`config.mk`:
```
export PLATFORM = sky130hd
export DESIGN_NAME = issue_read_operands
export DESIGN_NICKNAME = d
export VERILOG_FILES = /design/src/source/issue_pkg.sv /design/src/source/int_regfile.sv /design/src/source/hazard_check.sv /design/src/source/operand_dispatch.sv /design/src/source/issue_read_operands.sv
export SDC_FILE = /design/constraint.sdc
export NUM_CORES = 2
export LEC_CHECK = 0
export BUFFER_PORTS_ARGS = -buffer_cell sky130_fd_sc_hd__buf_2
export CORE_MARGIN = 2
export CORE_UTILIZATION = 35
export DETAILED_ROUTE_END_ITERATION = 16
export REMOVE_ABC_BUFFERS = 1
export SLEW_MARGIN = 40
export SYNTH_ARGS = -nofsm -noshare
export SYNTH_HDL_FRONTEND = slang
export SYNTH_SLANG_ARGS = --single-unit
```
`constraint.sdc`:
```
create_clock -name clk_i -period 3.95 [get_ports clk_i]
set_input_delay 0.79 -clock clk_i [delete_from_list [all_inputs] [get_ports clk_i]]
set_output_delay 0.79 -clock clk_i [all_outputs]
set_load 0.05 [all_outputs]
```
`src/source/issue_pkg.sv`:
```
package issue_pkg;

    // ------------------------------
    // widths and sizes
    // ------------------------------
    // integer data width
    localparam int unsigned XLEN            = 32;
    // write-back ports from commit
    localparam int unsigned NR_COMMIT_PORTS = 2;
    localparam int unsigned REG_ADDR_W      = 5;
    localparam int unsigned NR_REGS         = 32;
    // scoreboard transaction id
    localparam int unsigned TRANS_ID_W      = 3;
    // virtual address width of the pc
    localparam int unsigned VLEN            = 32;

    // ------------------------------
    // encodings
    // ------------------------------
    // functional unit needed by an instruction, or writing a register
    typedef enum logic [2:0] {
        NONE,
        ALU,
        CTRL_FLOW,
        MULT,
        LOAD,
        STORE,
        CSR
    } fu_t;

    // operation code, passed through to execute untouched
    typedef enum logic [5:0] {
        ADD, SUB, XORL, ORL, ANDL,
        SRA, SRL, SLL, SLTS, SLTU,
        EQ, NE, LTS, GES, LTU, GEU,
        JALR, BRANCH,
        LW, LH, LHU, LB, LBU, SW, SH, SB,
        MUL, MULH, MULHU, MULHSU, DIV, DIVU, REM, REMU,
        CSR_WRITE, CSR_READ, CSR_SET, CSR_CLEAR
    } fu_op_t;

    // ------------------------------
    // bundles
    // ------------------------------
    // decoded instruction as handed over by the scoreboard
    typedef struct packed {
        logic [VLEN-1:0]       pc;
        logic [TRANS_ID_W-1:0] trans_id;
        fu_t                   fu;
        fu_op_t                op;
        logic [REG_ADDR_W-1:0] rs1;
        logic [REG_ADDR_W-1:0] rs2;
        logic [REG_ADDR_W-1:0] rd;
        // holds the immediate at issue time
        logic [XLEN-1:0]       result;
        logic                  use_imm;
        logic                  use_zimm;
        logic                  use_pc;
        // an exception was raised further up the pipe
        logic                  ex_valid;
        logic                  is_compressed;
    } issue_entry_t;

    // one register file write port
    typedef struct packed {
        logic [REG_ADDR_W-1:0] waddr;
        logic [XLEN-1:0]       wdata;
        logic                  we;
    } commit_port_t;

    // operands and control going to execute
    typedef struct packed {
        logic [XLEN-1:0]       operand_a;
        logic [XLEN-1:0]       operand_b;
        logic [XLEN-1:0]       imm;
        fu_t                   fu;
        fu_op_t                op;
        logic [TRANS_ID_W-1:0] trans_id;
    } fu_data_t;

    // single cycle start strobes, one per unit
    typedef struct packed {
        logic alu;
        logic branch;
        logic lsu;
        logic mult;
        logic csr;
    } fu_valid_t;

endpackage

```
`src/source/int_regfile.sv`:
```
`timescale 1ns/10ps

module int_regfile #(
    parameter int unsigned XLEN            = issue_pkg::XLEN,
    parameter int unsigned NR_COMMIT_PORTS = issue_pkg::NR_COMMIT_PORTS
) (
    input  logic                                        clk_i,
    input  logic                                        rst_ni,
    // read ports, one per source operand
    input  logic [issue_pkg::REG_ADDR_W-1:0]            raddr_a_i,
    input  logic [issue_pkg::REG_ADDR_W-1:0]            raddr_b_i,
    output logic [XLEN-1:0]                             rdata_a_o,
    output logic [XLEN-1:0]                             rdata_b_o,
    // write ports from commit
    input  issue_pkg::commit_port_t [NR_COMMIT_PORTS-1:0] commit_i
);
    import issue_pkg::*;

    // x0 has no storage, only x1..x31 are kept
    logic [NR_REGS-1:1][XLEN-1:0] regs_q;
    logic [NR_REGS-1:1][XLEN-1:0] regs_d;

    // ------------------------------
    // write side
    // ------------------------------
    // ports are walked in order so the highest enabled port
    // lands last on a shared address
    always_comb begin : write_merge
        regs_d = regs_q;
        for (int unsigned p = 0; p < NR_COMMIT_PORTS; p++) begin
            // writes to x0 are dropped
            if (commit_i[p].we && (commit_i[p].waddr != '0)) begin
                regs_d[commit_i[p].waddr] = commit_i[p].wdata;
            end
        end
    end

    always_ff @(posedge clk_i or negedge rst_ni) begin : reg_array
        if (!rst_ni) begin
            regs_q <= '0;
        end else begin
            regs_q <= regs_d;
        end
    end

    // ------------------------------
    // read side
    // ------------------------------
    // combinational, x0 always reads as zero
    assign rdata_a_o = (raddr_a_i == '0) ? '0 : regs_q[raddr_a_i];
    assign rdata_b_o = (raddr_b_i == '0) ? '0 : regs_q[raddr_b_i];

endmodule

```
`src/source/hazard_check.sv`:
```
`timescale 1ns/10ps

module hazard_check #(
    parameter int unsigned NR_COMMIT_PORTS = issue_pkg::NR_COMMIT_PORTS
) (
    // instruction from the scoreboard
    input  issue_pkg::issue_entry_t                       issue_instr_i,
    input  logic                                          issue_valid_i,
    // pending writer of every register
    input  issue_pkg::fu_t [issue_pkg::NR_REGS-1:0]       rd_clobber_i,
    // scoreboard has the source value ready
    input  logic                                          rs1_valid_i,
    input  logic                                          rs2_valid_i,
    // unit ready levels
    input  logic                                          flu_ready_i,
    input  logic                                          lsu_ready_i,
    // commit writes of this cycle
    input  issue_pkg::commit_port_t [NR_COMMIT_PORTS-1:0] commit_i,
    // mult strobe raised last cycle
    input  logic                                          mult_pending_i,
    // scoreboard lookup addresses
    output logic [issue_pkg::REG_ADDR_W-1:0]              rs1_o,
    output logic [issue_pkg::REG_ADDR_W-1:0]              rs2_o,
    output logic                                          forward_a_o,
    output logic                                          forward_b_o,
    output logic                                          issue_ack_o
);
    import issue_pkg::*;

    fu_t  rs1_clobber;
    fu_t  rs2_clobber;
    fu_t  rd_clobber;
    logic stall;
    logic fu_busy;
    logic rd_free;

    // scoreboard is polled with the raw source fields
    assign rs1_o = issue_instr_i.rs1;
    assign rs2_o = issue_instr_i.rs2;

    assign rs1_clobber = rd_clobber_i[issue_instr_i.rs1];
    assign rs2_clobber = rd_clobber_i[issue_instr_i.rs2];
    assign rd_clobber  = rd_clobber_i[issue_instr_i.rd];

    // ------------------------------
    // source operands
    // ------------------------------
    // a clobbered source is taken from the scoreboard if it is there,
    // csr results only ever come through the register file
    always_comb begin : source_check
        stall       = 1'b0;
        forward_a_o = 1'b0;
        forward_b_o = 1'b0;
        // zimm uses the rs1 field as an immediate, nothing to wait for
        if (!issue_instr_i.use_zimm && (rs1_clobber != NONE)) begin
            if (rs1_valid_i && (rs1_clobber != CSR)) begin
                forward_a_o = 1'b1;
            end else begin
                stall = 1'b1;
            end
        end
        if (rs2_clobber != NONE) begin
            if (rs2_valid_i && (rs2_clobber != CSR)) begin
                forward_b_o = 1'b1;
            end else begin
                stall = 1'b1;
            end
        end
    end

    // busy level of the unit the instruction needs
    always_comb begin : unit_busy
        case (issue_instr_i.fu)
            ALU, CTRL_FLOW, MULT, CSR: fu_busy = ~flu_ready_i;
            LOAD, STORE:               fu_busy = ~lsu_ready_i;
            default:                   fu_busy = 1'b0;
        endcase
    end

    // ------------------------------
    // write after write
    // ------------------------------
    // rd is free if nobody holds it, or it retires right now
    always_comb begin : waw_check
        rd_free = (rd_clobber == NONE);
        for (int unsigned p = 0; p < NR_COMMIT_PORTS; p++) begin
            if (commit_i[p].we && (commit_i[p].waddr == issue_instr_i.rd)) begin
                rd_free = 1'b1;
            end
        end
    end

    // ------------------------------
    // acknowledge
    // ------------------------------
    always_comb begin : issue_ack
        issue_ack_o = 1'b0;
        if (issue_valid_i) begin
            if (!stall && !fu_busy && rd_free) begin
                issue_ack_o = 1'b1;
            end
            // excepted or unit-less instructions just leave the queue
            if (issue_instr_i.ex_valid || (issue_instr_i.fu == NONE)) begin
                issue_ack_o = 1'b1;
            end
        end
        // the mult result shares the fixed latency bus, only
        // another mult can follow directly
        if (mult_pending_i && (issue_instr_i.fu != MULT)) begin
            issue_ack_o = 1'b0;
        end
    end

endmodule

```
`src/source/operand_dispatch.sv`:
```
`timescale 1ns/10ps

module operand_dispatch #(
    parameter int unsigned XLEN = issue_pkg::XLEN
) (
    input  logic                          clk_i,
    input  logic                          rst_ni,
    input  logic                          flush_i,
    // instruction and its handshake
    input  issue_pkg::issue_entry_t       issue_instr_i,
    input  logic                          issue_valid_i,
    input  logic                          issue_ack_i,
    // forwarding decision from the hazard logic
    input  logic                          forward_a_i,
    input  logic                          forward_b_i,
    // scoreboard values
    input  logic [XLEN-1:0]               rs1_i,
    input  logic [XLEN-1:0]               rs2_i,
    // register file values
    input  logic [XLEN-1:0]               rdata_a_i,
    input  logic [XLEN-1:0]               rdata_b_i,
    // to execute
    output issue_pkg::fu_data_t           fu_data_o,
    output issue_pkg::fu_valid_t          fu_valid_o,
    output logic [issue_pkg::VLEN-1:0]    pc_o,
    output logic                          is_compressed_o,
    // mult went out last cycle
    output logic                          mult_pending_o
);
    import issue_pkg::*;

    logic [XLEN-1:0] operand_a;
    logic [XLEN-1:0] operand_b;
    logic            imm_allowed;
    fu_data_t        fu_data_d;
    fu_data_t        fu_data_q;
    fu_valid_t       fu_valid_d;
    fu_valid_t       fu_valid_q;

    // ------------------------------
    // operand select
    // ------------------------------
    // stores and branches keep rs2, their immediate goes via imm
    assign imm_allowed = issue_instr_i.use_imm
                         && (issue_instr_i.fu != STORE)
                         && (issue_instr_i.fu != CTRL_FLOW);

    // later assignments take priority
    always_comb begin : operand_mux
        operand_a = rdata_a_i;
        operand_b = rdata_b_i;
        if (forward_a_i) begin
            operand_a = rs1_i;
        end
        if (forward_b_i) begin
            operand_b = rs2_i;
        end
        // auipc and jumps, pc sign extended
        if (issue_instr_i.use_pc) begin
            operand_a = XLEN'(signed'(issue_instr_i.pc));
        end
        // csr immediate, zero extended
        if (issue_instr_i.use_zimm) begin
            operand_a = XLEN'(issue_instr_i.rs1);
        end
        if (imm_allowed) begin
            operand_b = issue_instr_i.result;
        end
    end

    always_comb begin : payload_next
        fu_data_d.operand_a = operand_a;
        fu_data_d.operand_b = operand_b;
        fu_data_d.imm       = issue_instr_i.result;
        fu_data_d.fu        = issue_instr_i.fu;
        fu_data_d.op        = issue_instr_i.op;
        fu_data_d.trans_id  = issue_instr_i.trans_id;
    end

    // ------------------------------
    // unit strobes
    // ------------------------------
    always_comb begin : strobe_next
        fu_valid_d = '0;
        if (issue_valid_i && issue_ack_i && !issue_instr_i.ex_valid) begin
            case (issue_instr_i.fu)
                ALU:         fu_valid_d.alu    = 1'b1;
                CTRL_FLOW:   fu_valid_d.branch = 1'b1;
                MULT:        fu_valid_d.mult   = 1'b1;
                LOAD, STORE: fu_valid_d.lsu    = 1'b1;
                CSR:         fu_valid_d.csr    = 1'b1;
                default:     fu_valid_d        = '0;
            endcase
        end
        // a flush must not start a unit on stale operands
        if (flush_i) begin
            fu_valid_d = '0;
        end
    end

    // ------------------------------
    // id/ex register
    // ------------------------------
    always_ff @(posedge clk_i or negedge rst_ni) begin : id_ex_reg
        if (!rst_ni) begin
            fu_data_q       <= '{operand_a: '0, operand_b: '0, imm: '0,
                                 fu: NONE, op: ADD, trans_id: '0};
            fu_valid_q      <= '0;
            pc_o            <= '0;
            is_compressed_o <= 1'b0;
        end else begin
            // payload loads every cycle, only the strobes qualify it
            fu_data_q       <= fu_data_d;
            fu_valid_q      <= fu_valid_d;
            pc_o            <= issue_instr_i.pc;
            is_compressed_o <= issue_instr_i.is_compressed;
        end
    end

    assign fu_data_o      = fu_data_q;
    assign fu_valid_o     = fu_valid_q;
    assign mult_pending_o = fu_valid_q.mult;

endmodule

```
`src/source/issue_read_operands.sv`:
```
`timescale 1ns/10ps

module issue_read_operands #(
    parameter int unsigned XLEN            = issue_pkg::XLEN,
    parameter int unsigned NR_COMMIT_PORTS = issue_pkg::NR_COMMIT_PORTS
) (
    input  logic                                          clk_i,
    input  logic                                          rst_ni,
    input  logic                                          flush_i,
    // from the scoreboard
    input  issue_pkg::issue_entry_t                       issue_instr_i,
    input  logic                                          issue_valid_i,
    output logic                                          issue_ack_o,
    // source lookup in the scoreboard
    output logic [issue_pkg::REG_ADDR_W-1:0]              rs1_o,
    input  logic [XLEN-1:0]                               rs1_i,
    input  logic                                          rs1_valid_i,
    output logic [issue_pkg::REG_ADDR_W-1:0]              rs2_o,
    input  logic [XLEN-1:0]                               rs2_i,
    input  logic                                          rs2_valid_i,
    input  issue_pkg::fu_t [issue_pkg::NR_REGS-1:0]       rd_clobber_i,
    // write back
    input  issue_pkg::commit_port_t [NR_COMMIT_PORTS-1:0] commit_i,
    // fixed latency units and load/store unit
    input  logic                                          flu_ready_i,
    input  logic                                          lsu_ready_i,
    // to execute
    output issue_pkg::fu_data_t                           fu_data_o,
    output issue_pkg::fu_valid_t                          fu_valid_o,
    output logic [issue_pkg::VLEN-1:0]                    pc_o,
    output logic                                          is_compressed_o
);

    logic            forward_a;
    logic            forward_b;
    logic            mult_pending;
    logic [XLEN-1:0] rdata_a;
    logic [XLEN-1:0] rdata_b;

    // ------------------------------
    // operand sources
    // ------------------------------
    int_regfile #(
        .XLEN            ( XLEN            ),
        .NR_COMMIT_PORTS ( NR_COMMIT_PORTS )
    ) i_int_regfile (
        .clk_i     ( clk_i             ),
        .rst_ni    ( rst_ni            ),
        .raddr_a_i ( issue_instr_i.rs1 ),
        .raddr_b_i ( issue_instr_i.rs2 ),
        .rdata_a_o ( rdata_a           ),
        .rdata_b_o ( rdata_b           ),
        .commit_i  ( commit_i          )
    );

    // hazards and issue decision
    hazard_check #(
        .NR_COMMIT_PORTS ( NR_COMMIT_PORTS )
    ) i_hazard_check (
        .issue_instr_i  ( issue_instr_i ),
        .issue_valid_i  ( issue_valid_i ),
        .rd_clobber_i   ( rd_clobber_i  ),
        .rs1_valid_i    ( rs1_valid_i   ),
        .rs2_valid_i    ( rs2_valid_i   ),
        .flu_ready_i    ( flu_ready_i   ),
        .lsu_ready_i    ( lsu_ready_i   ),
        .commit_i       ( commit_i      ),
        .mult_pending_i ( mult_pending  ),
        .rs1_o          ( rs1_o         ),
        .rs2_o          ( rs2_o         ),
        .forward_a_o    ( forward_a     ),
        .forward_b_o    ( forward_b     ),
        .issue_ack_o    ( issue_ack_o   )
    );

    // ------------------------------
    // dispatch
    // ------------------------------
    operand_dispatch #(
        .XLEN ( XLEN )
    ) i_operand_dispatch (
        .clk_i           ( clk_i           ),
        .rst_ni          ( rst_ni          ),
        .flush_i         ( flush_i         ),
        .issue_instr_i   ( issue_instr_i   ),
        .issue_valid_i   ( issue_valid_i   ),
        .issue_ack_i     ( issue_ack_o     ),
        .forward_a_i     ( forward_a       ),
        .forward_b_i     ( forward_b       ),
        .rs1_i           ( rs1_i           ),
        .rs2_i           ( rs2_i           ),
        .rdata_a_i       ( rdata_a         ),
        .rdata_b_i       ( rdata_b         ),
        .fu_data_o       ( fu_data_o       ),
        .fu_valid_o      ( fu_valid_o      ),
        .pc_o            ( pc_o            ),
        .is_compressed_o ( is_compressed_o ),
        .mult_pending_o  ( mult_pending    )
    );

endmodule

```
==> out/results.ini <==
[setup_path]
cp_data_required_time_ns=3.16
reg2reg_depth=6
setup.worst_path.end_class=primary output
rr_endpoint=i_operand_dispatch.fu_data_o[84]
critical_path.startpoint_type=input pin
critPathArrivalTime_ns=3.20
r2r-start=i_int_regfile.regs_q[200]
setup.reg_to_reg.worst_slack_ns=1.60
crit_path_max_fanout=6
critPathKind=input pin to primary output

[layout]
layout_area_overhead_pct=16.3
seqCellArea_um2=28500
layout-drive-gt1-share_pct=27.9
finalNetCount=6724
stdcell_count=9148
multiInputGateArea_um2=38200
fill_cells=18500
finish.instance_area_um2=80400

[drt]
drtAntennaViolNets=0
detailroute.wirelength.met2_mm=125
post_drt_via_cell_ratio=6.16
routed_wl_mm=289
highest-signal-layer=met5
via_count=56400
met3WireLength_mm=36.1
dr.first_iter.drc_count=7486
firstDrtPassIters=7
route.layer.met1.wl_mm=110
post-route-drc-count=0
detail_route.wl_per_cell_um=31.6

[power_and_ir_drop]
seq_power_share_pct=41.2
vdd_ir_drop_max_mv=0.462
pwr-share-clk_pct=32.4
power.share.switching_pct=31.8
p_leak_uw=0.0355
power.combinational.fraction_pct=26.4
internal_pwr_total_uw=27400
powerDensity_nw_per_um2=500
power.switching_uw=12800

[logic_synthesis]
syn-cell-area_um2=69100
yosys_register_bits=1138
ys_seq_area_share_pct=41.2
synth.area.top_cells=dfrtp_1, mux4_2, mux2i_1
synth.lib_cells_used.distinct=56
synth_commonest_cells=dfrtp_1, mux2i_1, nand2_1, o21ai_0, mux4_2
ys_dominant_reg_cell=dfrtp_1
async_reset_ff_share_pct=100
synth.avg_cell_area_um2=11.1
synth_enable_flop_cells=0
synth_cells=6216
synthesis.yosys.warnings=0
post-synth-top-area-fraction_pct=41.2
post-synth-top-count-cell=dfrtp_1
synth_top_cell_by_area=dfrtp_1

[die]
chipHeight_um=448
core_area_um2=197000
floorplan.initialDensity_pct=35.1
boundary_pins=497
fp.dieArea_um2=201000
die_width_um=448
rows=163

[placement]
place_area_um2=75600
place.port_buffers=496
worst_setup_slack_post_dpl_ns=-0.171
globalplace.congestion=0.898
numPlacedInstances=8875
dp_hpwl_mm=169

[timing]
fin_crit_ns=3.99
fmaxAchievable_mhz=251
clock_skew_ns=0.0298
grt_setup_unrepaired=true
slew_headroom_pct=36.1
timing_max_transition_violations_final=0
post-route-worst-setup-slack_ns=-0.0409
max_slew.worst_pin.slew_ns=0.959
final-hold-violation-count=0
setup_viol=1
period_share_pct=101

[hold_path]
holdCritStartpoint=issue_instr_i[53]
timing.hold.worst_endpoint=i_operand_dispatch.fu_data_o[4]
hold_path.class=input pin to register
worst_hold_path.num_cells=1

[global_routing]
grt_max_degree=111
first_global_vias=55000
global_route_wire_length_before_repair_mm=409
grt_remaining_overflow=0
globalRouteTotalUtil_pct=28.3
antenna_found_initial=38

[status]
failing_checks=negative setup slack
run_status=finished with violations

[clocking]
numClockSinks=1138
cts_inserted_buffers=138
cts-root-buf=clkbuf_16
htree_levels=4
cts.clk_slew.worst_paths_ns=0.06
cts_max_path_buffers=3
clock_latency_ns=0.82
tritoncts=done

[flow_run]
max_cap_viol_count=0

-- logic make-up after synthesis --
family                    synth area share, %
xor gates and xnor gates                0.152
DFF                                      41.2
and+or+nand+nor                          7.81
AOI/OAI and AO/OA                        11.2
buffers and inverters                    4.34
muxes                                    35.3
-- per-stage QoR --
| step | hold WS [ns] | util (%) | TNS [ns] | power, µW |
|---|---|---|---|---|
| after floorplan | 0.494 | - | -47.22 | 23000 |
| after global placement | 0.554 | 38.4 | -0.254 | 26700 |
| after detailed placement | 0.570 | 38.4 | -0.262 | 27200 |
| after CTS | 0.0265 | 40.8 | -0.00979 | 40200 |
| after global routing | 0.0598 | 40.8 | -0.105 | 42000 |
| final | 0.0807 | 40.8 | -0.0409 | 40200 |
-- power by group through the flow --
stage	combinational, µW	clock (µW)	sequential, µW
2_1_floorplan	6460	0	16600
5_1_grt	11400	13600	16900
6_report	10600	13000	16600
3_3_place_gp	10300	0	16500
4_1_cts	10500	13100	16500
3_5_place_dp	10500	0	16700
-- routing by layer --
layer	up-vias	global-route usage (%)
met5	-	0
met4	32	14.7
li1	23400	-
met3	854	8.47
met2	3776	41.8
met1	28300	37.5
-- state kept, by name, summed over array words and instances (netlist names) --
| register | flops |
|---|---|
| i_int_regfile.regs_q | 992 |
| i_operand_dispatch.fu_data_o | 108 |
| i_operand_dispatch.fu_valid_o | 4 |
| i_operand_dispatch.is_compressed_o | 1 |
| i_operand_dispatch.mult_pending_o | 1 |
| i_operand_dispatch.pc_o | 32 |
-- layout by cell type, fill, tap and decap left out, types with 32 or more instances in the layout --
cell type     n
buf_4       184
mux2i_1     950
nor2_1      480
mux4_2      609
mux2_2      101
o21ai_0     661
a21oi_1     370
buf_2       482
buf_12       91
nand2_1     680
clkbuf_1     32
clkbuf_16   141
nor3_1       37
a32oi_1     116
dfrtp_1    1138
a22o_1       57
-- final cells by class --
type | count | area share, %
multi-input combinational | 4333 | 47.5
sequential | 1138 | 35.4
timing repair buffer | 771 | 7.23
clock buffer | 203 | 5.05
tap | 2640 | 4.11
clock inverter | 47 | 0.607
antenna | 14 | 0.0436
inverter | 2 | 0.00934
-- timing repair --
item,in CTS,in global routing
setup endpoints to repair,1,1
hold buffers,1,0
buffers inserted,4,4
pin swaps,3,4
hold endpoints to repair,35,0
gates resized for setup,9,9
-- worst max-delay path, cell delays in order --
cell and delay, ns:
buf_16 0.13, buf_12 0.14, mux4_2 0.49, mux4_2 0.53
nor2_2 0.14, a211oi_2 0.05, nand2b_4 0.16, a221oi_4 0.28
nand3_2 0.14, a21oi_2 0.16, buf_6 0.17
-- worst max path at each step --
stage,from,to,slack (ns),cells after the start
floorplan,issue_instr_i[47],issue_ack_o,-0.83,7
global placement,issue_instr_i[43],issue_ack_o,-0.18,8
detailed placement,issue_instr_i[43],issue_ack_o,-0.17,8
CTS,issue_instr_i[47],issue_ack_o,-0.01,10
global route,issue_instr_i[47],issue_ack_o,-0.11,11
finish,issue_instr_i[47],issue_ack_o,-0.04,11
Note: power is estimated with default switching activity, not from simulation.
